<file path="src/logic/cpu_pkg.sv">
/* Widths, encodings and instruction field views shared by the RV32I pipeline stages.
   Modules pull these in with a wildcard import in their bodies. */
package cpu_pkg;

    localparam int XLEN     = 32;            // Data and address width
    localparam int NUM_REGS = 32;            // Integer register count, x0 included

    typedef logic [XLEN-1:0] word_t;
    typedef logic [4:0]      reg_addr_t;
    typedef logic [3:0]      byte_en_t;      // One enable per byte lane

    typedef enum logic [3:0] {
        ALU_ADD,
        ALU_SUB,
        ALU_AND,
        ALU_OR,
        ALU_XOR,
        ALU_SLL,
        ALU_SRL,
        ALU_SRA,
        ALU_SLT,
        ALU_SLTU,
        ALU_PASS_B                           // LUI just forwards the immediate
    } alu_op_t;

    typedef enum logic {
        WB_ALU = 1'b0,                       // Write back the ALU result
        WB_MEM = 1'b1                        // Write back the load data
    } wb_sel_t;

    // ------------------------------------------------------------------------
    // Major opcodes
    // ------------------------------------------------------------------------
    localparam logic [6:0] OPC_OP     = 7'b0110011;
    localparam logic [6:0] OPC_OP_IMM = 7'b0010011;
    localparam logic [6:0] OPC_LUI    = 7'b0110111;
    localparam logic [6:0] OPC_LOAD   = 7'b0000011;
    localparam logic [6:0] OPC_STORE  = 7'b0100011;

    typedef struct packed {
        logic [6:0] funct7;                  // Bit 30 selects SUB and SRA
        reg_addr_t  rs2;
        reg_addr_t  rs1;
        logic [2:0] funct3;
        reg_addr_t  rd;
        logic [6:0] opcode;
    } r_type_t;

    typedef struct packed {
        logic [11:0] imm12;
        reg_addr_t   rs1;
        logic [2:0]  funct3;
        reg_addr_t   rd;
        logic [6:0]  opcode;
    } i_type_t;

    typedef struct packed {
        logic [6:0] imm_hi;                  // imm[11:5]
        reg_addr_t  rs2;
        reg_addr_t  rs1;
        logic [2:0] funct3;
        logic [4:0] imm_lo;                  // imm[4:0]
        logic [6:0] opcode;
    } s_type_t;

    // Same 32 bits, three ways of reading them
    typedef union packed {
        r_type_t r;
        i_type_t i;
        s_type_t s;
    } instr_u;

endpackage

</file>
<file path="src/logic/cpu_top.sv">
/* Five-stage RV32I core top level, only stage instances and the wires between them.
   Instruction and data memories sit outside and answer combinationally. */
module cpu_top #(
    parameter cpu_pkg::word_t RESET_PC = '0      // Address of the first instruction
) (
    input  logic                clk,
    input  logic                rst_i,
    output cpu_pkg::word_t      i_mem_addr_o,
    input  cpu_pkg::word_t      i_mem_rdata_i,
    output cpu_pkg::word_t      d_mem_addr_o,
    output cpu_pkg::word_t      d_mem_wdata_o,
    output cpu_pkg::byte_en_t   d_mem_wen_o,
    input  cpu_pkg::word_t      d_mem_rdata_i
);
    import cpu_pkg::*;

    instr_u    if_instr;                         // IF/ID
    logic      if_valid;
    logic      stall;

    logic      id_valid, id_use_imm, id_reg_write, id_mem_read, id_mem_write;   // ID/EX
    alu_op_t   id_alu_op;
    reg_addr_t id_rs1, id_rs2, id_rd;
    word_t     id_rs1_data, id_rs2_data, id_imm;
    wb_sel_t   id_wb_sel;

    logic      ex_valid, ex_reg_write, ex_mem_read, ex_mem_write;   // EX/MEM
    word_t     ex_alu_result, ex_store_data;
    reg_addr_t ex_rd;
    wb_sel_t   ex_wb_sel;

    logic      wb_en;                            // MEM/WB write-back
    reg_addr_t wb_rd;
    word_t     wb_data;

    fetch_unit #(.RESET_PC(RESET_PC)) u_fetch (
        .clk(clk), .rst_i(rst_i), .stall_i(stall),
        .i_mem_addr_o(i_mem_addr_o), .i_mem_rdata_i(i_mem_rdata_i),
        .instr_o(if_instr), .instr_valid_o(if_valid)
    );

    decode_stage u_decode (
        .clk(clk), .rst_i(rst_i), .instr_i(if_instr), .instr_valid_i(if_valid),
        .stall_o(stall), .wb_en_i(wb_en), .wb_rd_i(wb_rd), .wb_data_i(wb_data),
        .ex_valid_o(id_valid), .ex_alu_op_o(id_alu_op), .ex_rs1_o(id_rs1),
        .ex_rs2_o(id_rs2), .ex_rd_o(id_rd), .ex_rs1_data_o(id_rs1_data),
        .ex_rs2_data_o(id_rs2_data), .ex_imm_o(id_imm), .ex_use_imm_o(id_use_imm),
        .ex_reg_write_o(id_reg_write), .ex_mem_read_o(id_mem_read),
        .ex_mem_write_o(id_mem_write), .ex_wb_sel_o(id_wb_sel)
    );

    execute_stage u_execute (
        .clk(clk), .rst_i(rst_i),
        .ex_valid_i(id_valid), .ex_alu_op_i(id_alu_op), .ex_rs1_i(id_rs1),
        .ex_rs2_i(id_rs2), .ex_rd_i(id_rd), .ex_rs1_data_i(id_rs1_data),
        .ex_rs2_data_i(id_rs2_data), .ex_imm_i(id_imm), .ex_use_imm_i(id_use_imm),
        .ex_reg_write_i(id_reg_write), .ex_mem_read_i(id_mem_read),
        .ex_mem_write_i(id_mem_write), .ex_wb_sel_i(id_wb_sel),
        .wb_en_i(wb_en), .wb_rd_i(wb_rd), .wb_data_i(wb_data),
        .mem_valid_o(ex_valid), .mem_alu_result_o(ex_alu_result),
        .mem_store_data_o(ex_store_data), .mem_rd_o(ex_rd),
        .mem_reg_write_o(ex_reg_write), .mem_mem_read_o(ex_mem_read),
        .mem_mem_write_o(ex_mem_write), .mem_wb_sel_o(ex_wb_sel)
    );

    result_stage u_result (
        .clk(clk), .rst_i(rst_i),
        .mem_valid_i(ex_valid), .mem_alu_result_i(ex_alu_result),
        .mem_store_data_i(ex_store_data), .mem_rd_i(ex_rd),
        .mem_reg_write_i(ex_reg_write), .mem_mem_read_i(ex_mem_read),
        .mem_mem_write_i(ex_mem_write), .mem_wb_sel_i(ex_wb_sel),
        .d_mem_rdata_i(d_mem_rdata_i), .d_mem_addr_o(d_mem_addr_o),
        .d_mem_wdata_o(d_mem_wdata_o), .d_mem_wen_o(d_mem_wen_o),
        .wb_en_o(wb_en), .wb_rd_o(wb_rd), .wb_data_o(wb_data)
    );

endmodule

</file>
<file path="src/logic/decode_stage.sv">
/* Decode stage: field decode through the instruction views, immediates, load-use
   stall and the ID/EX register. Holds the register file, written from WB. */
module decode_stage (
    input  logic               clk,
    input  logic               rst_i,
    input  cpu_pkg::instr_u    instr_i,
    input  logic               instr_valid_i,
    output logic               stall_o,
    input  logic               wb_en_i,
    input  cpu_pkg::reg_addr_t wb_rd_i,
    input  cpu_pkg::word_t     wb_data_i,
    output logic               ex_valid_o,
    output cpu_pkg::alu_op_t   ex_alu_op_o,
    output cpu_pkg::reg_addr_t ex_rs1_o,
    output cpu_pkg::reg_addr_t ex_rs2_o,
    output cpu_pkg::reg_addr_t ex_rd_o,
    output cpu_pkg::word_t     ex_rs1_data_o,
    output cpu_pkg::word_t     ex_rs2_data_o,
    output cpu_pkg::word_t     ex_imm_o,
    output logic               ex_use_imm_o,
    output logic               ex_reg_write_o,
    output logic               ex_mem_read_o,
    output logic               ex_mem_write_o,
    output cpu_pkg::wb_sel_t   ex_wb_sel_o
);
    import cpu_pkg::*;

    word_t   rs1_data, rs2_data, imm;
    alu_op_t alu_op;
    wb_sel_t wb_sel;
    logic    use_imm, reg_write, mem_read, mem_write, uses_rs1, uses_rs2;

    reg_file u_regs (
        .clk(clk), .rst_i(rst_i),
        .rs1_addr_i(instr_i.r.rs1), .rs2_addr_i(instr_i.r.rs2),
        .rs1_data_o(rs1_data), .rs2_data_o(rs2_data),
        .wr_en_i(wb_en_i), .wr_addr_i(wb_rd_i), .wr_data_i(wb_data_i)
    );

    function automatic alu_op_t decode_alu(logic [2:0] funct3, logic alt);
        case (funct3)
            3'b000:  return alt ? ALU_SUB : ALU_ADD;
            3'b001:  return ALU_SLL;
            3'b010:  return ALU_SLT;
            3'b011:  return ALU_SLTU;
            3'b100:  return ALU_XOR;
            3'b101:  return alt ? ALU_SRA : ALU_SRL;
            3'b110:  return ALU_OR;
            default: return ALU_AND;
        endcase
    endfunction

    // ------------------------------------------------------------------------
    // Control and immediate decode
    // ------------------------------------------------------------------------
    always_comb begin
        alu_op    = ALU_ADD;                 // Loads and stores add base and offset
        imm       = {{20{instr_i.i.imm12[11]}}, instr_i.i.imm12};
        wb_sel    = WB_ALU;
        use_imm   = 1'b0;
        reg_write = 1'b0;
        mem_read  = 1'b0;
        mem_write = 1'b0;
        uses_rs1  = 1'b0;
        uses_rs2  = 1'b0;
        case (instr_i.r.opcode)
            OPC_OP: begin
                alu_op    = decode_alu(instr_i.r.funct3, instr_i.r.funct7[5]);
                reg_write = 1'b1;
                uses_rs1  = 1'b1;
                uses_rs2  = 1'b1;
            end
            OPC_OP_IMM: begin                // Bit 30 only matters for SRAI
                alu_op    = decode_alu(instr_i.i.funct3,
                                       instr_i.i.funct3 == 3'b101 && instr_i.i.imm12[10]);
                use_imm   = 1'b1;
                reg_write = 1'b1;
                uses_rs1  = 1'b1;
            end
            OPC_LUI: begin
                alu_op    = ALU_PASS_B;
                imm       = {instr_i.i.imm12, instr_i.i.rs1, instr_i.i.funct3, 12'h000};
                use_imm   = 1'b1;
                reg_write = 1'b1;
            end
            OPC_LOAD: begin
                wb_sel    = WB_MEM;
                use_imm   = 1'b1;
                reg_write = 1'b1;
                mem_read  = 1'b1;
                uses_rs1  = 1'b1;
            end
            OPC_STORE: begin
                imm       = {{20{instr_i.s.imm_hi[6]}}, instr_i.s.imm_hi, instr_i.s.imm_lo};
                use_imm   = 1'b1;
                mem_write = 1'b1;
                uses_rs1  = 1'b1;
                uses_rs2  = 1'b1;
            end
            default: ;                       // Unknown opcodes retire as NOPs
        endcase
        if (!instr_valid_i || instr_i.r.rd == '0) begin
            reg_write = 1'b0;                // x0 writes dropped here
        end
        if (!instr_valid_i) begin
            mem_read  = 1'b0;
            mem_write = 1'b0;
        end
    end

    // Load in EX whose rd is read here, one bubble covers the memory cycle
    assign stall_o = ex_mem_read_o && ex_reg_write_o && instr_valid_i &&
                     ((uses_rs1 && instr_i.r.rs1 == ex_rd_o) ||
                      (uses_rs2 && instr_i.r.rs2 == ex_rd_o));

    // ------------------------------------------------------------------------
    // ID/EX register
    // ------------------------------------------------------------------------
    always_ff @(posedge clk) begin
        if (rst_i || stall_o) begin          // Stall turns this slot into a bubble
            ex_valid_o     <= 1'b0;
            ex_reg_write_o <= 1'b0;
            ex_mem_read_o  <= 1'b0;
            ex_mem_write_o <= 1'b0;
        end else begin
            ex_valid_o     <= instr_valid_i;
            ex_reg_write_o <= reg_write;
            ex_mem_read_o  <= mem_read;
            ex_mem_write_o <= mem_write;
        end
    end

    always_ff @(posedge clk) begin
        ex_alu_op_o   <= alu_op;
        ex_rs1_o      <= instr_i.r.rs1;
        ex_rs2_o      <= instr_i.r.rs2;
        ex_rd_o       <= instr_i.r.rd;
        ex_rs1_data_o <= rs1_data;
        ex_rs2_data_o <= rs2_data;
        ex_imm_o      <= imm;
        ex_use_imm_o  <= use_imm;
        ex_wb_sel_o   <= wb_sel;
    end

    // No write to x0 ever enters the pipe, so forwarding never sees rd zero
    a_no_x0_write : assert property (@(posedge clk) disable iff (rst_i)
        ex_reg_write_o |-> ex_rd_o != '0);

endmodule

</file>
<file path="src/logic/execute_stage.sv">
/* Execute stage: operand forwarding from EX/MEM and MEM/WB, the ALU and EX/MEM.
   Load results never come from EX/MEM since decode stalls that case. */
module execute_stage (
    input  logic               clk,
    input  logic               rst_i,
    input  logic               ex_valid_i,
    input  cpu_pkg::alu_op_t   ex_alu_op_i,
    input  cpu_pkg::reg_addr_t ex_rs1_i,
    input  cpu_pkg::reg_addr_t ex_rs2_i,
    input  cpu_pkg::reg_addr_t ex_rd_i,
    input  cpu_pkg::word_t     ex_rs1_data_i,
    input  cpu_pkg::word_t     ex_rs2_data_i,
    input  cpu_pkg::word_t     ex_imm_i,
    input  logic               ex_use_imm_i,
    input  logic               ex_reg_write_i,
    input  logic               ex_mem_read_i,
    input  logic               ex_mem_write_i,
    input  cpu_pkg::wb_sel_t   ex_wb_sel_i,
    input  logic               wb_en_i,
    input  cpu_pkg::reg_addr_t wb_rd_i,
    input  cpu_pkg::word_t     wb_data_i,
    output logic               mem_valid_o,
    output cpu_pkg::word_t     mem_alu_result_o,
    output cpu_pkg::word_t     mem_store_data_o,
    output cpu_pkg::reg_addr_t mem_rd_o,
    output logic               mem_reg_write_o,
    output logic               mem_mem_read_o,
    output logic               mem_mem_write_o,
    output cpu_pkg::wb_sel_t   mem_wb_sel_o
);
    import cpu_pkg::*;

    word_t op_a, rs2_val, op_b, alu_result;

    // EX/MEM first, then MEM/WB, then the value read in decode
    function automatic word_t forward(reg_addr_t rs, word_t reg_val,
                                      logic mem_we, reg_addr_t mem_rd, word_t mem_val,
                                      logic wb_we, reg_addr_t wb_rd, word_t wb_val);
        if (rs == '0)                  return reg_val;     // x0 never forwarded
        if (mem_we && mem_rd == rs)    return mem_val;
        if (wb_we && wb_rd == rs)      return wb_val;
        return reg_val;
    endfunction

    assign op_a    = forward(ex_rs1_i, ex_rs1_data_i, mem_reg_write_o, mem_rd_o,
                             mem_alu_result_o, wb_en_i, wb_rd_i, wb_data_i);
    assign rs2_val = forward(ex_rs2_i, ex_rs2_data_i, mem_reg_write_o, mem_rd_o,
                             mem_alu_result_o, wb_en_i, wb_rd_i, wb_data_i);
    assign op_b    = ex_use_imm_i ? ex_imm_i : rs2_val;

    // ------------------------------------------------------------------------
    // ALU
    // ------------------------------------------------------------------------
    always_comb begin
        case (ex_alu_op_i)
            ALU_ADD:    alu_result = op_a + op_b;
            ALU_SUB:    alu_result = op_a - op_b;
            ALU_AND:    alu_result = op_a & op_b;
            ALU_OR:     alu_result = op_a | op_b;
            ALU_XOR:    alu_result = op_a ^ op_b;
            ALU_SLL:    alu_result = op_a << op_b[4:0];      // Shift amount is 5 bits
            ALU_SRL:    alu_result = op_a >> op_b[4:0];
            ALU_SRA:    alu_result = word_t'($signed(op_a) >>> op_b[4:0]);
            ALU_SLT:    alu_result = {{(XLEN-1){1'b0}}, $signed(op_a) < $signed(op_b)};
            ALU_SLTU:   alu_result = {{(XLEN-1){1'b0}}, op_a < op_b};
            ALU_PASS_B: alu_result = op_b;                   // LUI
            default:    alu_result = '0;
        endcase
    end

    // ------------------------------------------------------------------------
    // EX/MEM register
    // ------------------------------------------------------------------------
    always_ff @(posedge clk) begin
        if (rst_i) begin
            mem_valid_o     <= 1'b0;
            mem_reg_write_o <= 1'b0;
            mem_mem_read_o  <= 1'b0;
            mem_mem_write_o <= 1'b0;
        end else begin
            mem_valid_o     <= ex_valid_i;
            mem_reg_write_o <= ex_reg_write_i;
            mem_mem_read_o  <= ex_mem_read_i;
            mem_mem_write_o <= ex_mem_write_i;
        end
    end

    always_ff @(posedge clk) begin
        mem_alu_result_o <= alu_result;      // Also the data address
        mem_store_data_o <= rs2_val;         // Forwarded rs2 for SW
        mem_rd_o         <= ex_rd_i;
        mem_wb_sel_o     <= ex_wb_sel_i;
    end

    // Reset state and forwarding together keep every live operand defined
    a_operands_known : assert property (@(posedge clk) disable iff (rst_i)
        ex_valid_i |-> !$isunknown({op_a, op_b}));

endmodule

</file>
<file path="src/logic/fetch_unit.sv">
/* Instruction fetch: PC register, combinational memory lookup and the IF/ID register.
   The PC only steps forward and freezes together with IF/ID on a load-use stall. */
module fetch_unit #(
    parameter cpu_pkg::word_t RESET_PC = '0
) (
    input  logic            clk,
    input  logic            rst_i,
    input  logic            stall_i,         // Hold PC and IF/ID
    output cpu_pkg::word_t  i_mem_addr_o,
    input  cpu_pkg::word_t  i_mem_rdata_i,
    output cpu_pkg::instr_u instr_o,
    output logic            instr_valid_o
);
    import cpu_pkg::*;

    word_t pc_q;

    assign i_mem_addr_o = pc_q;              // Memory answers in the same cycle

    // PC and IF/ID valid
    always_ff @(posedge clk) begin
        if (rst_i) begin
            pc_q          <= RESET_PC;
            instr_valid_o <= 1'b0;
        end else if (!stall_i) begin
            pc_q          <= pc_q + 32'd4;
            instr_valid_o <= 1'b1;           // First word arrives one cycle after reset
        end
    end

    // Fetched word, held while decode waits
    always_ff @(posedge clk) begin
        if (!stall_i) begin
            instr_o <= i_mem_rdata_i;
        end
    end

    // Only forward steps of four, so alignment set at reset must hold forever
    a_pc_aligned : assert property (@(posedge clk) disable iff (rst_i)
        pc_q[1:0] == 2'b00);

endmodule

</file>
<file path="src/logic/reg_file.sv">
/* Integer register file, two combinational read ports and one write port.
   A write in the same cycle shows through on the read ports; x0 reads as zero. */
module reg_file (
    input  logic              clk,
    input  logic              rst_i,
    input  cpu_pkg::reg_addr_t rs1_addr_i,
    input  cpu_pkg::reg_addr_t rs2_addr_i,
    output cpu_pkg::word_t    rs1_data_o,
    output cpu_pkg::word_t    rs2_data_o,
    input  logic              wr_en_i,
    input  cpu_pkg::reg_addr_t wr_addr_i,
    input  cpu_pkg::word_t    wr_data_i
);
    import cpu_pkg::*;

    word_t regs [NUM_REGS];

    // Architectural state starts at zero; x0 is never written
    always_ff @(posedge clk) begin
        if (rst_i) begin
            for (int r = 0; r < NUM_REGS; r++) begin
                regs[r] <= '0;
            end
        end else if (wr_en_i && wr_addr_i != '0) begin
            regs[wr_addr_i] <= wr_data_i;
        end
    end

    function automatic word_t read_port(reg_addr_t addr, logic we, reg_addr_t waddr,
                                        word_t wdata, word_t stored);
        if (addr == '0)                return '0;      // Hardwired zero
        if (we && waddr == addr)       return wdata;   // Write-through from WB
        return stored;
    endfunction

    assign rs1_data_o = read_port(rs1_addr_i, wr_en_i, wr_addr_i, wr_data_i, regs[rs1_addr_i]);
    assign rs2_data_o = read_port(rs2_addr_i, wr_en_i, wr_addr_i, wr_data_i, regs[rs2_addr_i]);

endmodule

</file>
<file path="src/logic/result_stage.sv">
/* Memory and write-back: drives the data memory from EX/MEM, registers MEM/WB and
   selects the value returned to the register file and the forwarding paths. */
module result_stage (
    input  logic               clk,
    input  logic               rst_i,
    input  logic               mem_valid_i,
    input  cpu_pkg::word_t     mem_alu_result_i,
    input  cpu_pkg::word_t     mem_store_data_i,
    input  cpu_pkg::reg_addr_t mem_rd_i,
    input  logic               mem_reg_write_i,
    input  logic               mem_mem_read_i,
    input  logic               mem_mem_write_i,
    input  cpu_pkg::wb_sel_t   mem_wb_sel_i,
    input  cpu_pkg::word_t     d_mem_rdata_i,
    output cpu_pkg::word_t     d_mem_addr_o,
    output cpu_pkg::word_t     d_mem_wdata_o,
    output cpu_pkg::byte_en_t  d_mem_wen_o,
    output logic               wb_en_o,
    output cpu_pkg::reg_addr_t wb_rd_o,
    output cpu_pkg::word_t     wb_data_o
);
    import cpu_pkg::*;

    word_t   alu_q, load_q;
    wb_sel_t wb_sel_q;

    assign d_mem_addr_o  = mem_alu_result_i;
    assign d_mem_wdata_o = mem_store_data_i;
    assign d_mem_wen_o   = (mem_valid_i && mem_mem_write_i) ? '1 : '0;  // Whole words only

    // MEM/WB control
    always_ff @(posedge clk) begin
        if (rst_i) begin
            wb_en_o <= 1'b0;
        end else begin
            wb_en_o <= mem_valid_i && mem_reg_write_i;
        end
    end

    // MEM/WB payload
    always_ff @(posedge clk) begin
        alu_q    <= mem_alu_result_i;
        wb_rd_o  <= mem_rd_i;
        wb_sel_q <= mem_wb_sel_i;
        if (mem_mem_read_i) begin
            load_q <= d_mem_rdata_i;         // Captured only on loads
        end
    end

    assign wb_data_o = (wb_sel_q == WB_MEM) ? load_q : alu_q;

    // A store cycle writes all lanes and never overlaps a load from decode
    a_store_word : assert property (@(posedge clk) disable iff (rst_i)
        d_mem_wen_o != '0 |-> d_mem_wen_o == '1 && !mem_mem_read_i);

endmodule

</file>
<file path="config.mk">
export PLATFORM = sky130hd
export DESIGN_NAME = cpu_top
export DESIGN_NICKNAME = d
export VERILOG_FILES = /design/src/logic/cpu_pkg.sv /design/src/logic/cpu_top.sv /design/src/logic/decode_stage.sv /design/src/logic/execute_stage.sv /design/src/logic/fetch_unit.sv /design/src/logic/reg_file.sv /design/src/logic/result_stage.sv
export SDC_FILE = /design/constraint.sdc
export NUM_CORES = 2
export LEC_CHECK = 0
export BUFFER_PORTS_ARGS = -buffer_cell sky130_fd_sc_hd__buf_2
export CAP_MARGIN = 10
export CORE_MARGIN = 1.5
export CORE_UTILIZATION = 55
export CTS_CLUSTER_DIAMETER = 50
export DETAILED_ROUTE_END_ITERATION = 16
export PLACE_DENSITY = 0.79
export REMOVE_ABC_BUFFERS = 1
export SYNTH_ARGS = -nofsm -noshare
export SYNTH_HDL_FRONTEND = slang
export SYNTH_SLANG_ARGS = --single-unit
</file>
<file path="constraint.sdc">
create_clock -name clk -period 6.7 [get_ports clk]
set_clock_uncertainty 0.15 [all_clocks]
set_input_delay 0.335 -clock clk [delete_from_list [all_inputs] [get_ports clk]]
set_output_delay 0.335 -clock clk [all_outputs]
set_load 0.005 [all_outputs]
</file>
# Word-level counts from Yosys, hierarchy flattened
# Memory sizes are Yosys's and may differ from the RTL's. A register that Yosys moved wholly into a read port is not among the register bits.
# Index checks and enable logic that the tools add are counted.
[totals] n_memories=1 word_cells=171 ff_bits=331 ramBits=1024
[mem_list] name="u_decode.u_regs.regs" depth=32 word_bits=32 rd=2 rd_clocked_by_memory_dff=2 write_ports=32 line="reg_file.sv:16" rtl="word_t regs [NUM_REGS];"
[classes] addsub=3 bitwise=4 eq_ne=29 n_shift=3 mux=66 reduce_logical=34 order_cmp=2
[op_table] op="2-to-1 mux 32 bit" count=23
[op_table] op="case mux 32 bit (11 select lines)" count=1
[op_table] op="< comparator 32 bit" count=2
[op_table] op="case mux 31 bit (2 select lines)" count=1
[op_table] op="case mux 4 bit (7 select lines)" count=2
[op_table] op="== test 5 bit" count=8
[op_table] op="2-to-1 mux 1 bit" count=34
[op_table] op="adder 32 x 3 -> 32 bit, second input constant" count=1
[op_table] op="adder 32 bit" count=1
[op_table] op="bitwise AND 32 bit" count=1
[op_table] op="OR 32 bit" count=1
[op_table] op="OR reduction 32 bit" count=1
[op_table] op="left shift 32 x 5 -> 32 bit" count=1
[op_table] op="right shift 32 x 5 -> 32 bit" count=1
[op_table] op=">>> shifter 32 x 5 -> 32 bit" count=1
[op_table] op="subtractor 32 bit" count=1
[op_table] op="bitwise XOR 32 bit" count=1
[op_table] op="zero test 5 bit" count=5
[op_table] op="== test 7 x 6 -> 1 bit, second input constant" count=3
[op_table] op="== test 4 x 3 -> 1 bit, second input constant" count=4
[op_table] op="logical AND 1 bit" count=15
[op_table] op="2-to-1 mux 5 bit" count=3
[op_table] op="== test 4 bit, second input constant" count=3
[op_table] op="case mux 4 bit (3 select lines)" count=1
[op_table] op="16 further kinds" count=26

# Logic depth before layout (Yosys ltp)
[logic_depth] word_depth=12 mapped_depth=24 mapped_depth_nobuf=20

# Hierarchy
# From an unflattened synthesis, not the netlist that was laid out.
[hier_totals] hier_cells=6231 hier_area_um2=76393.3
[by_module_without_submodules] module="reg_file" instances=1 area_per_inst_um2=55056.6 cells_each=3797 seq_area_each_um2=30749.5
[by_module_without_submodules] module="execute_stage" instances=1 area_per_inst_um2=12957.4 cells_each=1830 seq_area_each_um2=1481.4
[by_module_without_submodules] module="decode_stage" instances=1 area_per_inst_um2=3099.2 cells_each=225 seq_area_each_um2=2422.3
[by_module_without_submodules] module="result_stage" instances=1 area_per_inst_um2=2803.9 cells_each=176 seq_area_each_um2=1741.7
[by_module_without_submodules] module="fetch_unit" instances=1 area_per_inst_um2=2476.1 cells_each=203 seq_area_each_um2=1581.5

# Least setup slack after synthesis
# Ideal clock, no wire load.
[synth_timing] path_type="register to register" from="reg u_result.wb_rd_o[1]" to="reg u_execute.mem_alu_result_o[29]" stages_incl_launch_ff=24 setup_ns=0.134 t_arrival_ns=5.014 slack_ns=1.402 n_path_buf=6 period_less_slack_ns=5.298 required_time_ns=6.416 path_cell_list="dfxtp_1 -> buf_2 -> xnor2_1 -> nand4_2 -> a211o_1 -> buf_2 -> o22ai_1 -> a21o_1 -> buf_2 -> clkbuf_1 -> clkbuf_1 -> ha_1 -> clkbuf_1 -> o21bai_1 -> a21oi_1 -> o21ai_0 -> a21oi_1 -> or4b_1 -> and3b_1 -> o41ai_2 -> o21ai_1 -> xnor2_1 -> nor2_1 -> or4_1"
[synth_between] elab_chain_cells=11
[synth_rtl] item="start: declaration" line="result_stage.sv:19" rtl="output cpu_pkg::reg_addr_t wb_rd_o,"
[synth_rtl] item="start signal: assignment" line="result_stage.sv:43" rtl="wb_rd_o <= mem_rd_i;"
[synth_rtl] item="== test 5 bit" line="execute_stage.sv:41" rtl="if (wb_we && wb_rd == rs) return wb_val;"
[synth_rtl] item="logical AND 1 bit" line="execute_stage.sv:41"
[synth_rtl] item="2-to-1 mux 1 bit (2 in a row)" line="execute_stage.sv:41"
[synth_rtl] item="2-to-1 mux 1 bit" line="execute_stage.sv:40" rtl="if (mem_we && mem_rd == rs) return mem_val;"
[synth_rtl] item="2-to-1 mux 32 bit" line="execute_stage.sv:42" rtl="return reg_val;"
[synth_rtl] item="2-to-1 mux 32 bit" line="execute_stage.sv:41"
[synth_rtl] item="2-to-1 mux 32 bit" line="execute_stage.sv:40"
[synth_rtl] item="2-to-1 mux 32 bit" line="execute_stage.sv:49" rtl="assign op_b = ex_use_imm_i ? ex_imm_i : rs2_val;"
[synth_rtl] item="subtractor 32 bit (tied with other cells)" line="execute_stage.sv:57" rtl="ALU_SUB: alu_result = op_a - op_b;"
[synth_rtl] item="case mux 32 bit (11 select lines) (*)" line="execute_stage.sv:55" rtl="case (ex_alu_op_i)"
[synth_rtl] item="named net u_execute.alu_result[29]" line="execute_stage.sv:33" rtl="word_t op_a, rs2_val, op_b, alu_result;"
[synth_rtl] item="end signal: assignment" line="execute_stage.sv:89" rtl="mem_alu_result_o <= alu_result;"
[synth_rtl] item="end: declaration" line="execute_stage.sv:23" rtl="output cpu_pkg::word_t mem_alu_result_o,"
# Mark *: on every way through the listed nets, which the timed path passes. The rest lies on a longest branch. The select of a mux whose other input is x is not followed.
# A chain may end at the register's enable or synchronous reset.

# Final worst setup path
[layout_timing] from="reg u_result.wb_rd_o[4]" to="reg u_execute.mem_alu_result_o[29]"
[layout_between] elab_chain_cells=11
[layout_rtl] item="== test 5 bit (*)" line="execute_stage.sv:41"
[layout_rtl] item="logical AND 1 bit (*)" line="execute_stage.sv:41"
[layout_rtl] item="2-to-1 mux 1 bit (2 in a row)" line="execute_stage.sv:41"
[layout_rtl] item="2-to-1 mux 1 bit" line="execute_stage.sv:40"
[layout_rtl] item="2-to-1 mux 32 bit (*)" line="execute_stage.sv:42"
[layout_rtl] item="2-to-1 mux 32 bit (*)" line="execute_stage.sv:41"
[layout_rtl] item="2-to-1 mux 32 bit (*)" line="execute_stage.sv:40"
[layout_rtl] item="named net u_execute.rs2_val[20]" line="execute_stage.sv:33"
[layout_rtl] item="2-to-1 mux 32 bit (*)" line="execute_stage.sv:49"
[layout_rtl] item="subtractor 32 bit or adder 32 bit (tied branches)" line="execute_stage.sv:57, execute_stage.sv:56"
[layout_rtl] item="case mux 32 bit (11 select lines) (*)" line="execute_stage.sv:55"
[layout_rtl] item="named net u_execute.alu_result[29]" line="execute_stage.sv:33"
# Marks and branches as above.

==> summary.txt <==
Synthesis
  • Synth Area in Compound Gates: 0.07781
  • Post-synthesis mux area share: 0.2332
  • Synthesis Warnings: 0
  • Cell area after synthesis: 72310 um^2
  • Yosys top cell area share: 0.4518
  • Post-Synthesis Cells: 5571
  • Largest area contributor in the netlist: edfxtp_1
  • Post-synth EDFFs: 1088
  • Post-Synth Simple-Gate Area: 0.09868
  • Synth Flop Type: edfxtp_1
  • Sequential fraction of the synthesis area: 0.5280
  • Combinational family with the most area after synthesis: multiplexers
  • Avg Synthesized Cell Area: 12.98 um^2
  • Netlist cell types: 97
  • Post-synthesis register bit count: about 1400
  • XOR/XNOR Fraction of Synth Area: 0.008479
  • Adder-Cell Fraction of Synth Area: 0.01855
  • Async set-reset flop share out of synthesis: 0
  • Synth top area cells: edfxtp_1 45%, mux4_2 20%, dfxtp_1 7.6%

Final layout
  • Multi-input logic area: 32280 um^2
  • # fillers: 9193
  • Syn-to-layout area delta: 12.80%
  • Register area: 38220 um^2
  • Nets: 5875
  • Core Util, Final: 0.6275
  • Share of layout cells above drive strength 1: 0.2533
  • Final instance area: 81570 um^2

Floorplanning
  • Starting Density: 0.5563
  • Die X: roughly 370 um
  • Core region area: 130000 um^2
  • Die area: 133700 um^2
  • Chip Height: approximately 370 um
  • I/O pin cnt: approximately 170
  • Cell Rows: 132

Clock network
  • Clk slew on worst S/H paths: approximately 0.060 ns
  • Cts repair resizes: 0
  • CTS buffer count: around 150
  • Clk buf depth: 3
  • TritonCTS clock tree: done
  • CTS root buffer: clkbuf_16
  • Setup bufs post-CTS: 0
  • Clock sink count: 1363
  • Htree depth: 4
  • Clock Latency Late Sink: 0.82 ns
  • CTS Hold Bufs: 65

GRT
  • Grt total ovfl: 0
  • Vias in the first global route: 55951
  • First-pass GRT wire length: just under 400000 um
  • Total GRT Usage: 0.4159
  • Initial antenna violation count: 14
  • Largest net degree at the start of global routing: 99

Critical path
  • Critical path endpoint category: flop
  • Worst Path Max Fanout: 20
  • Kind of critical path: flop to flop
  • Worst setup SP type: flop
  • Data required, critical path: 7.21 ns
  • WP data arrival: 7.08 ns

Routing
  • 1st-iter DRT viols: 9057
  • Metal3 WL: between 30000 and 40000 um
  • M1 WL: 85290 um
  • DR vias/cell: 7.382
  • Antenna-violating nets left: 0
  • Via count: 55864
  • Wire length per cell: 36.81 um
  • Metal2 WL: 127100 um
  • DR pass1 iterations: 8
  • Drt drc: 0
  • Routed WL: 278600 um
  • Max Used Layer: met5

Power
  • Static Leak: 30.18 nW
  • Pwr/cell area: 292.0 nW/um^2
  • Worst vdd ir: 0.2145 mV

STA
  • Tmin final: between 6 and 7 ns
  • Hold Violations, Final: 0
  • Achievable Freq: 152.2 MHz
  • Post-route clock period utilization: 0.9804
  • Max-slew headroom: 0.08649
  • Slew @ Worst Pin: 1.362 ns
  • Final setup violation count: 0
  • RSZ-0062 raised after global routing: no
  • Pins Over Slew Limit: 0

Place
  • DP Wirelength: ~170000 um
  • Port-buffer cells: 163
  • Placement Cell Area: ~76000 um^2
  • Placer Congestion: 1.069

Hold path
  • Worst Hold Class: primary input to flop

Flow run
  • Max-Cap Viols: 0

Status
  • Run status: finished, final reports clean
## report_power, final
| group | switching, mW | internal (mW) |
|---|---|---|
| Combinational | 3.39 | 1.73 |
| Clock | 3.58 | 4.87 |
| Sequential | 0.628 | 9.62 |
| Total | 7.60 | 16.2 |
## cell type report
cell class | instances | share of cell area
flip-flops and latches | 1363 | 0.4685
inverters | 113 | 0.005262
diodes | 3 | 0.00009204
clock buffers | 190 | 0.05070
repair buffers | 472 | 0.04251
well taps | 1742 | 0.02672
multi-input cells | 3601 | 0.3958
clock inverters | 84 | 0.01042
## worst paths after layout
path              slack (ns)                          from  depth (start not counted)                                endpoint
hold / removal           0.1             d_mem_rdata_i[22]                          2           u_result.load_q[22]$_DFFE_PP_
setup / recovery        0.13   u_result.wb_rd_o[4]$_DFF_P_                         21  u_execute.mem_alu_result_o[29]$_DFF_P_
setup reg to reg        0.13   u_result.wb_rd_o[4]$_DFF_P_                         21  u_execute.mem_alu_result_o[29]$_DFF_P_
hold reg to reg         0.19  u_decode.ex_wb_sel_o$_DFF_P_                          0          u_execute.mem_wb_sel_o$_DFF_P_
## Yosys cell counts (9+ instances only)
cell type,instances
or3_1,10
buf_2,39
a211oi_1,149
mux2_2,46
nor3_1,72
nand2_1,210
a22oi_1,25
a211o_1,9
nand3_1,42
mux2i_1,190
clkbuf_1,414
a221o_1,13
dfxtp_1,275
o21ai_1,11
ha_1,104
a221oi_1,26
a21oi_1,151
o22ai_1,31
buf_1,55
o21bai_1,18
o31ai_1,13
o221ai_1,22
and2_1,18
buf_4,13
edfxtp_1,1088
xnor2_1,37
nand4_1,14
o21ai_0,122
xor2_1,33
and3_1,13
a31oi_1,52
nor4_1,11
o211ai_1,18
nor2b_1,80
mux4_2,640
o22ai_2,28
nand2b_1,17
inv_1,106
a21o_1,32
nor2_1,1182
## cell usage in the layout, fill, tap and decap left out, types with 27 or more instances in the layout
| master | netlist | layout |
|---|---|---|
| nor2_1 | 1182 | 1175 |
| edfxtp_1 | 1088 | 1088 |
| mux4_2 | 640 | 640 |
| dfxtp_1 | 275 | 262 |
| buf_4 | 13 | 231 |
| nand2_1 | 210 | 170 |
| buf_2 | 39 | 162 |
| clkbuf_16 | 0 | 159 |
| mux2i_1 | 190 | 158 |
| a21oi_1 | 151 | 151 |
| a211oi_1 | 149 | 149 |
| o21ai_0 | 122 | 122 |
| inv_1 | 106 | 106 |
| ha_1 | 104 | 104 |
| nor2b_1 | 80 | 80 |
| nor3_1 | 72 | 69 |
| dlygate4sd3_1 | 0 | 65 |
| a31oi_1 | 52 | 52 |
| mux2_2 | 46 | 46 |
| nand3_1 | 42 | 42 |
| nand2_2 | 0 | 40 |
| xnor2_1 | 37 | 37 |
| conb_1 | 1 | 34 |
| xor2_1 | 33 | 33 |
| mux2i_4 | 0 | 32 |
| a21o_1 | 32 | 32 |
| o22ai_1 | 31 | 31 |
| o22ai_2 | 28 | 28 |
| clkbuf_1 | 414 | 27 |
## per-layer routing
layer  up-vias  global-route usage
met5         -                   0
met4        10              0.3385
met3      1614              0.1208
met2      5680              0.6467
met1     27060              0.4814
li1      21500                   -
## state kept, by name (all words and copies together), names as in the netlist, 4 cells and up, named ones only
name,count
u_execute.mem_alu_result_o,32
u_decode.ex_rs1_data_o,32
u_execute.mem_store_data_o,32
u_decode.u_regs.regs,1024
u_decode.ex_rs2_data_o,32
u_decode.ex_alu_op_o,4
u_decode.ex_rs2_o,5
u_fetch.i_mem_addr_o,30
u_decode.ex_rd_o,5
u_execute.mem_rd_o,5
u_decode.ex_rs1_o,5
u_result.alu_q,32
u_fetch.instr_o,32
u_result.wb_rd_o,5
u_result.load_q,32
u_decode.ex_imm_o,32
## per-stage QoR
stage               total power [mW]  cells  worst slack, ns  hold WS, ns  TNS (ns)
finish                         23.82   7568           0.1313      0.09669         0
global route                   24.27   7565           0.1348      0.09124         0
CTS                            23.56   7564           0.5166      0.05327         0
detailed placement             15.19   7225           0.5520       0.1796         0
global placement               15.14   7225           0.5123       0.1661         0
floorplan                      13.08   5077           -5.677       0.1596   -437.57
## worst max-delay path, stage by stage (launching register included)
cell and delay, ns:
dfxtp_1 0.57, xnor2_1 0.19, nand4_2 0.22, a211o_1 0.67
buf_4 0.32, nor2_1 0.10, a21oi_1 0.04, o21ai_0 0.65
mux2i_1 0.35, inv_1 0.16, ha_1 0.34, and2_1 0.25
and4_1 0.57, nand3_1 0.18, a21oi_1 0.15, a211oi_1 0.06
buf_4 0.21, o21ba_2 0.26, mux2i_1 0.12, o21ai_0 0.22
nand3_1 0.10, or4_1 0.51
## kinds of logic (layout without fill, tap and decap cells)
logic type | count (synthesis) | in the layout
flops | 1363 | 1363
mux | 878 | 878
buf+inv | 640 | 859
other cells | 1 | 37
simple gates | 1707 | 1707
fa+ha+maj | 106 | 106
xor+xnor | 70 | 70
compound gates | 806 | 806
Power figures use the tool's default switching activity.
